### src/common/axi_ic_pkg.sv
package axi_ic_pkg;

  localparam int ADDR_W     = 40;
  localparam int ID_W       = 8;
  localparam int DATA_W     = 128;
  localparam int RESP_W     = 2;
  localparam int NUM_SLAVES = 4;

  typedef logic [ADDR_W-1:0] addr_t;
  typedef logic [ID_W-1:0]   id_t;
  typedef logic [DATA_W-1:0] data_t;
  typedef logic [RESP_W-1:0] resp_t;

  typedef data_t [NUM_SLAVES-1:0] slv_data_t;
  typedef id_t   [NUM_SLAVES-1:0] slv_id_t;
  typedef resp_t [NUM_SLAVES-1:0] slv_resp_t;

  // Inclusive region bounds
  localparam addr_t SRAM_START = 40'h00_0000_0000;
  localparam addr_t SRAM_END   = 40'h00_01ff_ffff;
  localparam addr_t ERR1_START = 40'h00_0200_0000;
  localparam addr_t ERR1_END   = 40'h00_0fff_ffff;
  localparam addr_t APB_START  = 40'h00_1000_0000;
  localparam addr_t APB_END    = 40'h00_1fff_ffff;
  localparam addr_t ERR2_START = 40'h00_2000_0000;
  localparam addr_t ERR2_END   = 40'hff_ffff_ffff;

  // Value equals the slave port index
  typedef enum logic [1:0] {
    REGION_SRAM = 2'd0,
    REGION_ERR1 = 2'd1,
    REGION_APB  = 2'd2,
    REGION_ERR2 = 2'd3
  } region_e;

  function automatic region_e decode_region(addr_t addr);
    region_e region;
    if (addr inside {[SRAM_START:SRAM_END]}) begin
      region = REGION_SRAM;
    end else if (addr inside {[ERR1_START:ERR1_END]}) begin
      region = REGION_ERR1;
    end else if (addr inside {[APB_START:APB_END]}) begin
      region = REGION_APB;
    end else if (addr inside {[ERR2_START:ERR2_END]}) begin
      region = REGION_ERR2;
    end else begin
      region = REGION_ERR2; // Map covers the whole space
    end
    return region;
  endfunction

endpackage

### src/write_path/write_addr_table.sv
`timescale 1ns/1ps

module write_addr_table (
  input  logic                                aclk,
  input  logic                                aresetn,
  input  axi_ic_pkg::addr_t                   awaddr,
  input  axi_ic_pkg::id_t                     awid,
  input  logic                                awvalid,
  input  logic [axi_ic_pkg::NUM_SLAVES-1:0]   awready_s,
  input  axi_ic_pkg::id_t                     wid,
  input  logic                                wvalid,
  input  logic                                wlast,
  input  logic [axi_ic_pkg::NUM_SLAVES-1:0]   wready_s,
  output logic                                awready,
  output logic [axi_ic_pkg::NUM_SLAVES-1:0]   awvalid_s,
  output logic                                wready,
  output logic [axi_ic_pkg::NUM_SLAVES-1:0]   wvalid_s
);

  import axi_ic_pkg::*;

  region_e                 aw_region;
  logic                    aw_busy;
  logic                    aw_fire;
  logic                    w_hit;
  logic [1:0]              w_idx;
  region_e                 w_region;
  logic                    w_done;

  logic [NUM_SLAVES-1:0]   ent_valid;
  id_t                     ent_id   [NUM_SLAVES];
  addr_t                   ent_addr [NUM_SLAVES];

  assign aw_region = decode_region(awaddr);
  assign aw_busy   = ent_valid[aw_region]; // Burst still open in region
  assign aw_fire   = awvalid && awready;

  always_comb begin
    awvalid_s            = '0;
    awvalid_s[aw_region] = awvalid && !aw_busy;
    awready              = awready_s[aw_region] && !aw_busy;
  end

  // Lowest matching entry wins
  always_comb begin
    w_hit = 1'b0;
    w_idx = '0;
    for (int i = NUM_SLAVES - 1; i >= 0; i--) begin
      if (ent_valid[i] && (ent_id[i] == wid)) begin
        w_hit = 1'b1;
        w_idx = 2'(i);
      end
    end
  end

  assign w_region = decode_region(ent_addr[w_idx]); // Stored address picks the slave

  always_comb begin
    wvalid_s           = '0;
    wvalid_s[w_region] = wvalid && w_hit;
    wready             = w_hit && wready_s[w_region];
  end

  assign w_done = wvalid && wready && wlast;

  always_ff @(posedge aclk or negedge aresetn) begin
    if (!aresetn) begin
      ent_valid <= '0;
    end else begin
      if (aw_fire) begin
        ent_valid[aw_region] <= 1'b1;
      end
      if (w_done) begin
        ent_valid[w_region] <= 1'b0; // Burst finished
      end
    end
  end

  always_ff @(posedge aclk) begin
    if (aw_fire) begin
      ent_id[aw_region]   <= awid;
      ent_addr[aw_region] <= awaddr;
    end
  end

  a_awvalid_onehot: assert property (
    @(posedge aclk) disable iff (!aresetn) $onehot0(awvalid_s)
  );

  a_wvalid_onehot: assert property (
    @(posedge aclk) disable iff (!aresetn) $onehot0(wvalid_s)
  );

  // An open burst must never be overwritten by a new address
  a_no_overwrite: assert property (
    @(posedge aclk) disable iff (!aresetn)
    aw_fire |-> !ent_valid[aw_region]
  );

endmodule

### src/write_path/write_resp_arbiter.sv
`timescale 1ns/1ps

module write_resp_arbiter (
  input  logic [axi_ic_pkg::NUM_SLAVES-1:0]   bvalid_s,
  input  axi_ic_pkg::slv_id_t                 bid_s,
  input  axi_ic_pkg::slv_resp_t               bresp_s,
  input  logic                                bready,
  output logic                                bvalid,
  output axi_ic_pkg::id_t                     bid,
  output axi_ic_pkg::resp_t                   bresp,
  output logic [axi_ic_pkg::NUM_SLAVES-1:0]   bready_s
);

  import axi_ic_pkg::*;

  logic [1:0] sel;

  // Fixed priority, slave 0 first
  always_comb begin
    sel = '0;
    for (int i = NUM_SLAVES - 1; i >= 0; i--) begin
      if (bvalid_s[i]) begin
        sel = 2'(i);
      end
    end
  end

  always_comb begin
    bvalid        = |bvalid_s;
    bid           = bid_s[sel];
    bresp         = bresp_s[sel];
    bready_s      = '0;
    bready_s[sel] = bready && bvalid;
  end

  always_comb begin
    a_bready_onehot: assert ($onehot0(bready_s));
  end

endmodule

### src/read_path/read_router.sv
`timescale 1ns/1ps

module read_router (
  input  logic                                aclk,
  input  logic                                aresetn,
  input  axi_ic_pkg::addr_t                   araddr,
  input  logic                                arvalid,
  input  logic [axi_ic_pkg::NUM_SLAVES-1:0]   arready_s,
  input  logic [axi_ic_pkg::NUM_SLAVES-1:0]   rvalid_s,
  input  axi_ic_pkg::slv_id_t                 rid_s,
  input  axi_ic_pkg::slv_data_t               rdata_s,
  input  axi_ic_pkg::slv_resp_t               rresp_s,
  input  logic [axi_ic_pkg::NUM_SLAVES-1:0]   rlast_s,
  input  logic                                rready,
  output logic                                arready,
  output logic [axi_ic_pkg::NUM_SLAVES-1:0]   arvalid_s,
  output logic                                rvalid,
  output axi_ic_pkg::id_t                     rid,
  output axi_ic_pkg::data_t                   rdata,
  output axi_ic_pkg::resp_t                   rresp,
  output logic                                rlast,
  output logic [axi_ic_pkg::NUM_SLAVES-1:0]   rready_s
);

  import axi_ic_pkg::*;

  region_e    ar_region;
  logic       lock_valid;
  region_e    lock_owner;
  logic [1:0] first_idx;
  region_e    sel;
  logic       sel_valid;
  logic       r_fire;
  logic       r_done;

  assign ar_region = decode_region(araddr);

  always_comb begin
    arvalid_s            = '0;
    arvalid_s[ar_region] = arvalid;
    arready              = arready_s[ar_region];
  end

  // Lowest pending slave when unlocked
  always_comb begin
    first_idx = '0;
    for (int i = NUM_SLAVES - 1; i >= 0; i--) begin
      if (rvalid_s[i]) begin
        first_idx = 2'(i);
      end
    end
  end

  always_comb begin
    if (lock_valid) begin
      sel       = lock_owner; // Hold off the others
      sel_valid = 1'b1;
    end else begin
      sel       = region_e'(first_idx);
      sel_valid = |rvalid_s;
    end
  end

  always_comb begin
    rvalid        = sel_valid && rvalid_s[sel];
    rid           = rid_s[sel];
    rdata         = rdata_s[sel];
    rresp         = rresp_s[sel];
    rlast         = rlast_s[sel];
    rready_s      = '0;
    rready_s[sel] = sel_valid && rready;
  end

  assign r_fire = rvalid && rready;
  assign r_done = r_fire && rlast;

  always_ff @(posedge aclk or negedge aresetn) begin
    if (!aresetn) begin
      lock_valid <= 1'b0;
      lock_owner <= REGION_SRAM;
    end else if (r_done) begin
      lock_valid <= 1'b0; // Burst complete, release
    end else if (!lock_valid && sel_valid) begin
      // Grant on sight of rvalid, with or without a transfer
      lock_valid <= 1'b1;
      lock_owner <= sel;
    end
  end

  a_owner_stable: assert property (
    @(posedge aclk) disable iff (!aresetn)
    (lock_valid && !r_done) |=> (lock_valid && (lock_owner == $past(lock_owner)))
  );

  a_rready_onehot: assert property (
    @(posedge aclk) disable iff (!aresetn) $onehot0(rready_s)
  );

endmodule

### src/hdl/axi_ic_top.sv
`timescale 1ns/1ps

module axi_ic_top (
  input  logic                                aclk,
  input  logic                                aresetn,
  // Master side
  input  axi_ic_pkg::addr_t                   awaddr,
  input  axi_ic_pkg::id_t                     awid,
  input  logic                                awvalid,
  output logic                                awready,
  input  axi_ic_pkg::id_t                     wid,
  input  logic                                wlast,
  input  logic                                wvalid,
  output logic                                wready,
  output axi_ic_pkg::id_t                     bid,
  output axi_ic_pkg::resp_t                   bresp,
  output logic                                bvalid,
  input  logic                                bready,
  input  axi_ic_pkg::addr_t                   araddr,
  input  logic                                arvalid,
  output logic                                arready,
  output axi_ic_pkg::data_t                   rdata,
  output axi_ic_pkg::id_t                     rid,
  output axi_ic_pkg::resp_t                   rresp,
  output logic                                rlast,
  output logic                                rvalid,
  input  logic                                rready,
  // Slave side
  output logic [axi_ic_pkg::NUM_SLAVES-1:0]   awvalid_s,
  input  logic [axi_ic_pkg::NUM_SLAVES-1:0]   awready_s,
  output logic [axi_ic_pkg::NUM_SLAVES-1:0]   wvalid_s,
  input  logic [axi_ic_pkg::NUM_SLAVES-1:0]   wready_s,
  input  axi_ic_pkg::slv_id_t                 bid_s,
  input  axi_ic_pkg::slv_resp_t               bresp_s,
  input  logic [axi_ic_pkg::NUM_SLAVES-1:0]   bvalid_s,
  output logic [axi_ic_pkg::NUM_SLAVES-1:0]   bready_s,
  output logic [axi_ic_pkg::NUM_SLAVES-1:0]   arvalid_s,
  input  logic [axi_ic_pkg::NUM_SLAVES-1:0]   arready_s,
  input  axi_ic_pkg::slv_data_t               rdata_s,
  input  axi_ic_pkg::slv_id_t                 rid_s,
  input  axi_ic_pkg::slv_resp_t               rresp_s,
  input  logic [axi_ic_pkg::NUM_SLAVES-1:0]   rlast_s,
  input  logic [axi_ic_pkg::NUM_SLAVES-1:0]   rvalid_s,
  output logic [axi_ic_pkg::NUM_SLAVES-1:0]   rready_s
);

  write_addr_table i_write_addr_table (
    .aclk      (aclk),
    .aresetn   (aresetn),
    .awaddr    (awaddr),
    .awid      (awid),
    .awvalid   (awvalid),
    .awready_s (awready_s),
    .wid       (wid),
    .wvalid    (wvalid),
    .wlast     (wlast),
    .wready_s  (wready_s),
    .awready   (awready),
    .awvalid_s (awvalid_s),
    .wready    (wready),
    .wvalid_s  (wvalid_s)
  );

  write_resp_arbiter i_write_resp_arbiter (
    .bvalid_s (bvalid_s),
    .bid_s    (bid_s),
    .bresp_s  (bresp_s),
    .bready   (bready),
    .bvalid   (bvalid),
    .bid      (bid),
    .bresp    (bresp),
    .bready_s (bready_s)
  );

  read_router i_read_router (
    .aclk      (aclk),
    .aresetn   (aresetn),
    .araddr    (araddr),
    .arvalid   (arvalid),
    .arready_s (arready_s),
    .rvalid_s  (rvalid_s),
    .rid_s     (rid_s),
    .rdata_s   (rdata_s),
    .rresp_s   (rresp_s),
    .rlast_s   (rlast_s),
    .rready    (rready),
    .arready   (arready),
    .arvalid_s (arvalid_s),
    .rvalid    (rvalid),
    .rid       (rid),
    .rdata     (rdata),
    .rresp     (rresp),
    .rlast     (rlast),
    .rready_s  (rready_s)
  );

endmodule

### config.mk
export PLATFORM = sky130hd
export DESIGN_NAME = axi_ic_top
export DESIGN_NICKNAME = d
export VERILOG_FILES = /design/src/common/axi_ic_pkg.sv /design/src/write_path/write_addr_table.sv /design/src/write_path/write_resp_arbiter.sv /design/src/read_path/read_router.sv /design/src/hdl/axi_ic_top.sv
export SDC_FILE = /design/constraint.sdc
export NUM_CORES = 1
export LEC_CHECK = 0
export BUFFER_PORTS_ARGS = -buffer_cell sky130_fd_sc_hd__buf_2
export CAP_MARGIN = 20
export CORE_AREA = 3 3 350 352
export DETAILED_ROUTE_END_ITERATION = 12
export DIE_AREA = 0 0 353 355
export PLACE_DENSITY = 0.33
export SLEW_MARGIN = 20
export SYNTH_ARGS = -nofsm -noshare
export SYNTH_HDL_FRONTEND = slang
export SYNTH_HIERARCHICAL = 1
export SYNTH_SLANG_ARGS = --single-unit
### constraint.sdc
create_clock -name aclk -period 5.55 [get_ports aclk]
set_input_delay 1.11 -clock aclk [delete_from_list [all_inputs] [get_ports aclk]]
set_output_delay 1.11 -clock aclk [all_outputs]
set_load 0.01 [all_outputs]
==> results.cfg <==
[setup_path]
crit_type = input port to output pin
path_max_fanout = 9
cp.arrival_ns = 3.79
end_kind = output pin
cp.required_ns = 4.44
crit_path_start_kind = input port

[layout]
syn2layout_area_growth_pct = 71.6
fin_area_um2 = 15800
final_nets = 2849
drive_above_1_share_pct = 43.7

[timing]
finalSetupTns_ns = 0
period_minus_slack_ns = 4.90
rsz0062_at_grt = no
setup_violations = 0
clock.fmax_mhz = 204
drv_slew = 0
slew_headroom_pct = 40.7
finalHoldViolations = 0
finalCritPeriodShare_pct = 88.2
finalClockSkew_ns = 0.00619
tightest_slew_ns = 0.887

[clock_network]
cts_root_buf = clkbuf_16
clockBufferDepth = 2
clock_sinks = 99
cts_setup_buffers = 0
cts_resized = 0
h-tree-depth = 3
clk_pin_slew_worst_paths_ns = 0.07
cts_inserted_buffers = 9
cts_tree = yes
hold_buffers = 0
clock_latency_ns = 0.35

[logic_synthesis]
async_reset_ff_share_pct = 7.07
synth_edf_count = 92
synth_warnings = 6
synthDistinctLibCells = 63
synth_most_common_cell = nand2_1
syn_area_per_cell_um2 = 6.85
synth_top_area_cell = edfxtp_1
netlist_top_cells_area = edfxtp_1 (30%), nand2_1 (24%), a31oi_1 (9.6%), and3_1 (9.4%), clkbuf_1 (3.5%)
syn_inst = 1345
synth_fp_nets = 2065
synth-main-ff-cell = edfxtp_1
synth_top_area_share_pct = 30.0
yosysSeqAreaShare_pct = 31.9
synth-seq-cells = 99
synth_area_um2 = 9220
synthTopCellsByCount = nand2_1 (581), a31oi_1 (141), and3_1 (139)

[floorplan]
coreArea_um2 = 120000
dieHeight_um = 355
dieArea_um2 = 125000
initial_core_util_pct = 7.70
rows = 127
die_w_um = 353
num_io_pins = 894

[global_route]
gr-usage-all-layers_pct = 10.9
grt_pass1_wl_um = 99200
grt_max_degree = 65
overflow = 0
antenna_found_initial = 34
grt_pass1_vias = 13100

[pwr]
clkPwrFrac_pct = 7.8
leakagePower_nw = 7.43
switchingPower_w = 0.00484
internal_power_w = 0.00375
powerDensity_nw_per_um2 = 543
pwr-share-comb_pct = 82.3
ir_drop_uv = 356
seq_power_share_pct = 9.9
switching_share_pct = 56.4

[routing]
drtPass1Iterations = 5
ant_nets = 0
via_per_inst = 3.48
wl_per_cell_um = 19.6
wl_um = 73500
vias = 13100
drt_iter0_drc = 881
drc = 0

[run]
cap_violations = 0

[place]
gp_congestion = 0.899
dp_hpwl_um = 63300
postPlaceCellArea_um2 = 15500
io_buffer_count = 843

[hold_path]
min_path_type = flip-flop to flip-flop

[outcome]
status = finished, final reports clean
-- metal layers --
metal / wire [um] / global-route usage, % / vias to the layer above
met5: 86 / 0 / -
met4: 1110 / 1.74 / 14
met3: 6640 / 3.20 / 72
met2: 34000 / 18.0 / 676
met1: 31700 / 14.3 / 6042
li1: - / - / 6264
-- power by group through the flow --
stage,logic [W],clock network [W],registers (W)
floorplan,0.00377,0,0.000858
global placement,0.00731,0,0.000869
detailed placement,0.00723,0,0.000869
CTS,0.00725,0.000698,0.000852
global route,0.00773,0.000727,0.000856
finish,0.00707,0.000670,0.000853
-- critical path, cell delays in order --
cell,delay (ns)
buf_2,0.13
xnor2_1,0.25
nand4_1,0.22
nor3_4,0.37
nand2b_1,0.12
a21oi_1,0.26
mux2_2,0.39
mux2i_4,0.25
mux2i_1,0.24
o21ai_2,0.12
and2_1,0.17
buf_2,0.13
-- metrics by stage --
step | utilization (%) | instances | hold WS [ns] | total power, W | worst slack [ns]
2_1_floorplan | - | 1345 | 0.471 | 0.00462 | 0.382
3_3_place_gp | 12.9 | 3730 | 0.490 | 0.00818 | 0.633
3_5_place_dp | 12.9 | 3730 | 0.495 | 0.00810 | 0.634
4_1_cts | 13.2 | 3746 | 0.511 | 0.00880 | 0.641
5_1_grt | 13.2 | 3747 | 0.555 | 0.00931 | 0.420
6_report | 13.2 | 3758 | 0.508 | 0.00859 | 0.652
-- cells in the final DEF, fill, tap and decap left out, drive strengths merged, types with 10 or more instances in the layout --
| cell type | n |
|---|---|
| a21oi | 28 |
| a22o | 11 |
| nor2 | 33 |
| nor4 | 12 |
| edfxtp | 92 |
| and3 | 140 |
| diode | 12 |
| a221o | 11 |
| nand3 | 12 |
| nor3 | 19 |
| inv | 28 |
| buf | 885 |
| o21ai | 16 |
| mux2i | 10 |
| nand2 | 581 |
| xnor2 | 32 |
| a31oi | 141 |
-- layout make-up --
class | instances | area, um^2
Clock inverter | 7 | 103
Tap cell | 1612 | 2020
Inverter | 25 | 93.8
Sequential cell | 99 | 2940
Antenna cell | 12 | 30.0
Fill cell | 14200 | 104000
Timing Repair Buffer | 885 | 4650
Clock buffer | 9 | 225
Multi-Input combinational cell | 1109 | 5760
-- state kept, by name, summed over array words and instances (netlist names) --
register,flops
i_read_router/lock_owner,2
i_write_addr_table/ent_id,32
i_read_router/lock_valid,1
i_write_addr_table/ent_addr,60
i_write_addr_table/ent_valid,4
-- cell families (layout without fill, tap and decap cells) --
family          count (synthesis)  after routing  synth area share [%]
simple gates                  835            835                  40.4
compound gates                229            229                  16.8
buf+inv                       137            926                  6.18
flops                          99             99                  31.9
xor+xnor                       32             32                  3.12
mux                            13             13                  1.59
other cells                     0             12                     0
-- path summary, 6_finish.rpt --
check	from	endpoint	slack, ns	depth (start not counted)
setup / recovery	wid[5]	wready	0.65	12
hold / removal	i_read_router/lock_owner[1]	i_read_router/lock_owner[1]	0.51	1
setup reg to reg	i_read_router/lock_valid	i_read_router/lock_owner[0]	2.51	8
hold reg to reg	i_read_router/lock_owner[1]	i_read_router/lock_owner[1]	0.51	1
max in group asynchronous	aresetn	i_read_router/lock_valid	4.77	1
min in group asynchronous	aresetn	i_write_addr_table/ent_valid[0]	0.60	1
Power figures use the tool's default switching activity.
